File: config.mk
export PLATFORM = sky130hd
export DESIGN_NAME = frame_fifo_flat
export DESIGN_NICKNAME = d
export VERILOG_FILES = /design/src/hdl/frame_switch_pkg.sv /design/src/hdl/axis_if.sv /design/src/hdl/frame_fifo.sv /design/src/flat_wrapper.sv
export VERILOG_INCLUDE_DIRS = /design/src /design/src/hdl
export SDC_FILE = /design/constraint.sdc
export NUM_CORES = 1
export LEC_CHECK = 0
export BUFFER_PORTS_ARGS = -buffer_cell sky130_fd_sc_hd__buf_2
export CAP_MARGIN = 0
export CELL_PAD_IN_SITES_DETAIL_PLACEMENT = 0
export CELL_PAD_IN_SITES_GLOBAL_PLACEMENT = 1
export CORE_MARGIN = 3
export CORE_UTILIZATION = 31
export CTS_CLUSTER_DIAMETER = 50
export DETAILED_ROUTE_END_ITERATION = 10
export GPL_ROUTABILITY_DRIVEN = 0
export PLACE_DENSITY = 0.51
export SLEW_MARGIN = 20
export SYNTH_ARGS = -nofsm -noshare
export SYNTH_HDL_FRONTEND = slang
export SYNTH_SLANG_ARGS = --single-unit
File: constraint.sdc
create_clock -name clk -period 2.3 [get_ports clk]
set_input_delay 0.46 -clock clk [delete_from_list [all_inputs] [get_ports clk]]
set_output_delay 0.46 -clock clk [all_outputs]
set_load 0.01 [all_outputs]
File: src/hdl/frame_switch_params.svh
`ifndef FRAME_SWITCH_PARAMS_SVH
`define FRAME_SWITCH_PARAMS_SVH

// Number of FIFO lanes behind the dispatcher
`define FS_LANES 4

// Width of one stream beat
`define FS_DATA_W 8

// Lane FIFO address width, 2**FS_ADDR_W entries per lane
`define FS_ADDR_W 4

`endif

File: src/hdl/frame_switch_pkg.sv
`default_nettype none

`include "frame_switch_params.svh"

package frame_switch_pkg;

  // One data beat
  typedef logic [`FS_DATA_W-1:0] data_t;

  // Lane index
  typedef logic [$clog2(`FS_LANES)-1:0] lane_t;

  // FIFO pointer with wrap bit
  typedef logic [`FS_ADDR_W:0] ptr_t;

  typedef enum logic {
    ARB_IDLE,   // Looking for a lane with a frame
    ARB_FRAME   // Forwarding the granted frame
  } arb_state_t;

endpackage

`default_nettype wire

File: src/hdl/axis_if.sv
`timescale 1ns/1ps
`default_nettype none

interface axis_if import frame_switch_pkg::*; ();

  data_t tdata;
  logic  tvalid;
  logic  tready;
  logic  tlast;
  logic  tuser;   // Error flag, meaningful on the last beat

  modport source (
    output tdata, tvalid, tlast, tuser,
    input  tready
  );

  modport sink (
    input  tdata, tvalid, tlast, tuser,
    output tready
  );

endinterface

`default_nettype wire

File: src/hdl/frame_fifo.sv
`timescale 1ns/1ps
`default_nettype none

`include "frame_switch_params.svh"

module frame_fifo import frame_switch_pkg::*; #(
  parameter int ADDR_W = `FS_ADDR_W
) (
  input  logic  clk,
  input  logic  rst,
  axis_if.sink  s,
  axis_if.source m,
  output logic  drop
);

  localparam int DEPTH = 2 ** ADDR_W;

  // Each entry is {last, data}
  logic [$bits(data_t):0] mem [DEPTH];

  logic [ADDR_W:0] wr_ptr;       // Committed, end of last good frame
  logic [ADDR_W:0] wr_ptr_cur;   // Next free entry of the frame in progress
  logic [ADDR_W:0] rd_ptr;

  logic  dropping;   // Frame overflowed, discard until last
  logic  full;
  logic  empty;
  logic  wr_beat;
  logic  store;
  logic  rd_en;
  logic  out_valid;
  data_t out_data;
  logic  out_last;

  assign full  = (wr_ptr_cur[ADDR_W] != rd_ptr[ADDR_W]) &&
                 (wr_ptr_cur[ADDR_W-1:0] == rd_ptr[ADDR_W-1:0]);
  assign empty = (wr_ptr == rd_ptr);   // Nothing committed left to read

  assign s.tready = 1'b1;   // Drop when full
  assign wr_beat  = s.tvalid && s.tready;
  assign store    = wr_beat && !full && !dropping;

  always_ff @(posedge clk) begin
    if (store) begin
      mem[wr_ptr_cur[ADDR_W-1:0]] <= {s.tlast, s.tdata};
    end
  end

  always_ff @(posedge clk) begin
    if (rst) begin
      wr_ptr     <= '0;
      wr_ptr_cur <= '0;
      dropping   <= 1'b0;
      drop       <= 1'b0;
    end else begin
      drop <= 1'b0;
      if (wr_beat) begin
        if (full || dropping) begin
          if (s.tlast) begin
            wr_ptr_cur <= wr_ptr;   // Rewind the partial frame
            dropping   <= 1'b0;
            drop       <= 1'b1;
          end else begin
            dropping <= 1'b1;
          end
        end else if (s.tlast) begin
          if (s.tuser) begin
            wr_ptr_cur <= wr_ptr;
            drop       <= 1'b1;
          end else begin
            wr_ptr     <= wr_ptr_cur + 1'b1;   // Publish the frame
            wr_ptr_cur <= wr_ptr_cur + 1'b1;
          end
        end else begin
          wr_ptr_cur <= wr_ptr_cur + 1'b1;
        end
      end
    end
  end

  // One-beat output register
  assign rd_en = (m.tready || !out_valid) && !empty;

  always_ff @(posedge clk) begin
    if (rst) begin
      rd_ptr    <= '0;
      out_valid <= 1'b0;
    end else begin
      if (m.tready || !out_valid) begin
        out_valid <= !empty;
      end
      if (rd_en) begin
        rd_ptr <= rd_ptr + 1'b1;
      end
    end
  end

  always_ff @(posedge clk) begin
    if (rd_en) begin
      {out_last, out_data} <= mem[rd_ptr[ADDR_W-1:0]];
    end
  end

  assign m.tvalid = out_valid;
  assign m.tdata  = out_data;
  assign m.tlast  = out_last;
  assign m.tuser  = 1'b0;   // Only clean frames get out

endmodule

`default_nettype wire

File: src/flat_wrapper.sv
// flat-port wrapper written by rule: the top's interface ports become plain ports
module frame_fifo_flat import frame_switch_pkg::*;
#(
  parameter int ADDR_W = `FS_ADDR_W
)
  (clk, rst, drop, s_tdata, s_tvalid, s_tlast, s_tuser, s_tready, m_tdata, m_tvalid, m_tlast, m_tuser, m_tready);
  axis_if s_i ();
  axis_if m_i ();
  input  logic clk;
  input  logic rst;
  output logic drop;
  input wire logic [$bits(s_i.tdata)-1:0] s_tdata;
  input wire logic [$bits(s_i.tvalid)-1:0] s_tvalid;
  input wire logic [$bits(s_i.tlast)-1:0] s_tlast;
  input wire logic [$bits(s_i.tuser)-1:0] s_tuser;
  output wire logic [$bits(s_i.tready)-1:0] s_tready;
  output wire logic [$bits(m_i.tdata)-1:0] m_tdata;
  output wire logic [$bits(m_i.tvalid)-1:0] m_tvalid;
  output wire logic [$bits(m_i.tlast)-1:0] m_tlast;
  output wire logic [$bits(m_i.tuser)-1:0] m_tuser;
  input wire logic [$bits(m_i.tready)-1:0] m_tready;
  assign s_i.tdata = s_tdata;
  assign s_i.tvalid = s_tvalid;
  assign s_i.tlast = s_tlast;
  assign s_i.tuser = s_tuser;
  assign s_tready = s_i.tready;
  assign m_tdata = m_i.tdata;
  assign m_tvalid = m_i.tvalid;
  assign m_tlast = m_i.tlast;
  assign m_tuser = m_i.tuser;
  assign m_i.tready = m_tready;
  frame_fifo #(.ADDR_W(ADDR_W)) u_core (.clk(clk), .rst(rst), .s(s_i), .m(m_i), .drop(drop));
endmodule
==> metrics.txt <==
# TYPE chip_impl_metric gauge
chip_impl_metric{name="synth_sequential_area_ratio",unit="%"} 71.6
chip_impl_metric{name="nets",unit=""} 452
chip_impl_metric{name="timing.final.crit_period",unit="ps"} 2110
chip_impl_metric{name="postRouteAntennaNets",unit=""} 0
chip_impl_metric{name="floorplan.rows",unit=""} 54
chip_impl_info{name="critical-path-top-delay-family",value="multiplexers"} 1
chip_impl_metric{name="antenna_found_initial",unit=""} 0
chip_impl_metric{name="ctsResizeCount",unit=""} 0
chip_impl_metric{name="final.setup.tns",unit="ps"} 0
chip_impl_metric{name="wirelength",unit="um"} 15800
chip_impl_info{name="startpoint_type",value="flip-flop"} 1
chip_impl_metric{name="critPathMaxFanout",unit=""} 40
chip_impl_metric{name="core-area",unit="mm^2"} 0.0219
chip_impl_metric{name="worst-endpoint-required",unit="ps"} 2460
chip_impl_metric{name="via_count",unit=""} 3498
chip_impl_info{name="cp-endpoint",value="u_core.m.tdata[6]$_DFFE_PP_"} 1
chip_impl_metric{name="reg2regPathDepth",unit=""} 5
chip_impl_metric{name="port-buffer-count",unit=""} 24
chip_impl_metric{name="area_delta_synth_final",unit="%"} 19.1
chip_impl_info{name="crit_path_top_delay_cell",value="sky130_fd_sc_hd__mux4_2"} 1
chip_impl_metric{name="vdd.ir_drop.worst",unit="uV"} 495
chip_impl_metric{name="cts_setup_buffers",unit=""} 0
chip_impl_metric{name="detail_route.iter0.violations",unit=""} 238
chip_impl_info{name="cts_root_buf",value="sky130_fd_sc_hd__clkbuf_16"} 1
chip_impl_metric{name="timing.final.setup_violations",unit=""} 0
chip_impl_metric{name="avgViaCountPerCell",unit=""} 4.82
chip_impl_info{name="reg2reg_to",value="u_core.m.tdata[6]$_DFFE_PP_"} 1
chip_impl_info{name="unrepaired_setup_endpoints_after_global_routing",value="no"} 1
chip_impl_metric{name="route.detailed.wl_per_inst",unit="um"} 21.7
chip_impl_metric{name="path_clk_slew",unit="ps"} 70
chip_impl_metric{name="groute.usage.overall",unit="%"} 13.6
chip_impl_metric{name="first_global_vias",unit=""} 3684
chip_impl_metric{name="cts_buffer_depth",unit=""} 2
chip_impl_info{name="hold_path_class",value="input port to flip-flop"} 1
chip_impl_metric{name="synth.yosys.warnings",unit=""} 0
chip_impl_metric{name="power.density_cell_area",unit="mW/mm^2"} 1010
chip_impl_metric{name="tritoncts.num_buffers",unit=""} 17
chip_impl_metric{name="floorplan.initialDensity",unit="%"} 31.6
chip_impl_metric{name="critPathMaxStageDelay",unit="ps"} 530
chip_impl_info{name="dominantRegCellSynth",value="sky130_fd_sc_hd__edfxtp_1"} 1
chip_impl_metric{name="holdBufCountCts",unit=""} 0
chip_impl_metric{name="numClockSinks",unit=""} 171
chip_impl_metric{name="grt_pass1_wl",unit="um"} 23600
chip_impl_info{name="outcome",value="completed"} 1
chip_impl_metric{name="max_slew_violations",unit=""} 0
chip_impl_metric{name="final_hold_viol_count",unit=""} 0
chip_impl_info{name="cp-startpoint",value="u_core.rd_ptr[0]$_SDFFE_PP0P_"} 1
chip_impl_metric{name="grt_start_max_net_pins",unit=""} 41
chip_impl_metric{name="final_layout_size_suffix_gt1_share",unit="%"} 29.4
chip_impl_metric{name="worst_skew_pair.late_latency",unit="ps"} 420
chip_impl_metric{name="die_h",unit="um"} 155
chip_impl_metric{name="ys_types",unit=""} 39
chip_impl_metric{name="finalNonFillerCells",unit=""} 726
chip_impl_metric{name="ys_ff_latch",unit=""} 171
chip_impl_info{name="endpoint_kind",value="flip-flop"} 1
chip_impl_info{name="crit_type",value="flip-flop to flip-flop"} 1
chip_impl_metric{name="finClkSkew",unit="ps"} 11.4
chip_impl_metric{name="antennaDiodeCount",unit=""} 0
chip_impl_metric{name="synth_fp_nets",unit=""} 402
chip_impl_info{name="cp_cell_sequence",value="buf_12 > mux4_2 > nor2b_1 > a211oi_1 > a21oi_1"} 1
chip_impl_metric{name="post-place-cells",unit=""} 694
chip_impl_metric{name="postSynth.asyncResetShare",unit="%"} 0
chip_impl_info{name="cts_tree",value="built"} 1
chip_impl_metric{name="cts_h_tree_depth",unit=""} 4
chip_impl_metric{name="overflow_left_after_global_routing",unit=""} 0
chip_impl_metric{name="worstSetupPathDepth",unit=""} 5
chip_impl_metric{name="timing.critical_path.arrival",unit="ps"} 2270
chip_impl_metric{name="fp.dieArea",unit="mm^2"} 0.0241
chip_impl_metric{name="synth_edf_count",unit=""} 153
chip_impl_metric{name="max_cap_viol_count",unit=""} 0
chip_impl_metric{name="path_buf_inv",unit=""} 1
chip_impl_metric{name="power.leakage",unit="nW"} 2.67
chip_impl_metric{name="drt_pass1_iterations",unit=""} 4
chip_impl_metric{name="reg2reg_slack",unit="ps"} 190
chip_impl_metric{name="ioPinCount",unit=""} 27
chip_impl_metric{name="drt_drc_violations_left",unit=""} 0
chip_impl_metric{name="die_width",unit="um"} 155
chip_impl_info{name="worst_r2r_startpoint",value="u_core.rd_ptr[0]$_SDFFE_PP0P_"} 1
chip_impl_metric{name="dp_hpwl",unit="um"} 9760
chip_impl_metric{name="syn-cell-area",unit="mm^2"} 0.00692
chip_impl_metric{name="max_freq",unit="MHz"} 475
chip_impl_metric{name="hold_ws",unit="ps"} 334
chip_impl_metric{name="postSynthAreaPerCell",unit="um^2"} 18.1
chip_impl_metric{name="synthCells",unit=""} 383
chip_impl_metric{name="timing.final.crit_share",unit="%"} 91.6
-- cell usage in the layout, fill, tap and decap left out, drive strengths merged, types with 2 or more instances in the layout --
master  Yosys  routed
edfxtp    153     153
xor2        6       6
mux4       36      36
mux2i      15      15
a21oi      14      14
clkinv      0       4
buf        13      54
nor2       23      23
nor3        8       8
o21ai       4       4
nor2b      12      12
nand3      10      10
bufinv      0       3
clkbuf     10      17
ha          5       5
mux2        2       2
nand2b      4       4
conb        2       2
dfxtp      18      18
inv         5      12
nand4       2       2
nand2       5       5
xnor2       9       9
a211oi     13      13
a31oi       2       2
and3        2       2
-- layout make-up --
type,instances,area (um^2)
Tap cell,280,350
Multi-Input combinational cell,184,1820
Timing Repair Buffer,54,433
Fill cell,2050,13700
Clock buffer,17,425
Inverter,5,18.8
Sequential cell,171,4960
Clock inverter,15,224
-- synthesized netlist by cell type, types with 2 or more instances --
library cell               count  share of area [%]
sky130_fd_sc_hd__mux2_1        2               0.33
sky130_fd_sc_hd__dfxtp_1      18                5.2
sky130_fd_sc_hd__edfxtp_1    153                 66
sky130_fd_sc_hd__buf_4         7               0.76
sky130_fd_sc_hd__xnor2_1       9                1.1
sky130_fd_sc_hd__xor2_1        6               0.76
sky130_fd_sc_hd__a31oi_1       2               0.18
sky130_fd_sc_hd__ha_1          5               0.90
sky130_fd_sc_hd__a21oi_1      12               0.87
sky130_fd_sc_hd__nand2b_1      4               0.36
sky130_fd_sc_hd__conb_1        2               0.11
sky130_fd_sc_hd__buf_2         4               0.29
sky130_fd_sc_hd__nor2_1       23                1.2
sky130_fd_sc_hd__nor2b_1      12                1.1
sky130_fd_sc_hd__nor3_1        8               0.58
sky130_fd_sc_hd__buf_1         2               0.11
sky130_fd_sc_hd__nand3_1      10               0.72
sky130_fd_sc_hd__nand4_1       2               0.18
sky130_fd_sc_hd__a21oi_2       2               0.25
sky130_fd_sc_hd__o21ai_1       3               0.22
sky130_fd_sc_hd__inv_1         5               0.27
sky130_fd_sc_hd__mux2i_1      15                2.2
sky130_fd_sc_hd__a211oi_1     13                1.4
sky130_fd_sc_hd__clkbuf_1     10               0.54
sky130_fd_sc_hd__mux4_2       36                 12
sky130_fd_sc_hd__nand2_1       5               0.27
-- layer usage --
metal / global-route usage [%] / up-vias / share of wire (%)
met2: 22.1 / 58 / 50
met4: 3.13 / 0 / 0.55
met5: 0 / - / 0
li1: - / 1616 / -
met3: 3.00 / 4 / 3.7
met1: 18.7 / 1820 / 46
-- how the worst min path moves through the flow --
stage | from | endpoint | slack [ps] | cells past startpoint
final | s_tuser | u_core.drop$_SDFF_PP0_ | 330 | 3
after global routing | s_tuser | u_core.drop$_SDFF_PP0_ | 330 | 3
after CTS | s_tuser | u_core.drop$_SDFF_PP0_ | 310 | 3
after detailed placement | u_core.wr_ptr[0]$_SDFFE_PP0P_ | u_core.wr_ptr_cur[0]$_SDFFE_PP0P_ | 530 | 2
after global placement | u_core.wr_ptr[2]$_SDFFE_PP0P_ | u_core.wr_ptr[2]$_SDFFE_PP0P_ | 520 | 2
after floorplan | u_core.wr_ptr[0]$_SDFFE_PP0P_ | u_core.wr_ptr_cur[0]$_SDFFE_PP0P_ | 490 | 2
-- state kept, by name, summed over array words and instances (netlist names) --
register / flops
u_core.wr_ptr: 5
u_core.m.tlast: 1
u_core.dropping: 1
u_core.wr_ptr_cur: 5
u_core.m.tvalid: 1
u_core.drop: 1
u_core.mem: 144
u_core.rd_ptr: 5
u_core.m.tdata: 8
-- cell families (layout without fill, tap and decap cells) --
group | after synthesis | after routing | share of synthesized area [%]
buffers and inverters | 28 | 91 | 1.97
XOR/XNOR | 15 | 15 | 1.90
AND/OR/NAND/NOR | 70 | 70 | 5.17
AO/OA/AOI/OAI | 39 | 39 | 4.07
other | 2 | 2 | 0.109
flip-flops | 171 | 171 | 71.6
multiplexers | 53 | 53 | 14.2
adder cells (fa/ha/maj) | 5 | 5 | 0.905
-- per-stage QoR --
stage	util, %	power, mW	cell area, um^2	setup slack [ps]
floorplan	-	4.77	6920	15.5
global placement	34.6	5.34	7580	89.2
detailed placement	34.6	5.34	7580	98.2
CTS	37.6	8.46	8230	120
global route	37.6	8.69	8230	59.6
finish	37.6	8.32	8230	194
-- report_power, final --
| group | total, mW | internal (mW) | switching [mW] |
|---|---|---|---|
| logic | 1.53 | 0.704 | 0.823 |
| clock network | 3.10 | 1.78 | 1.33 |
| registers | 3.69 | 3.60 | 0.0832 |
-- worst reg2reg max path, delay by kind of cell, from the launching register on --
family                 cells  cell delay, ps
buffers and inverters      1             310
AO/OA/AOI/OAI              2             480
multiplexers               1             570
flip-flops                 1             360
AND/OR/NAND/NOR            1             140
Note: power is estimated with default switching activity, not from simulation.
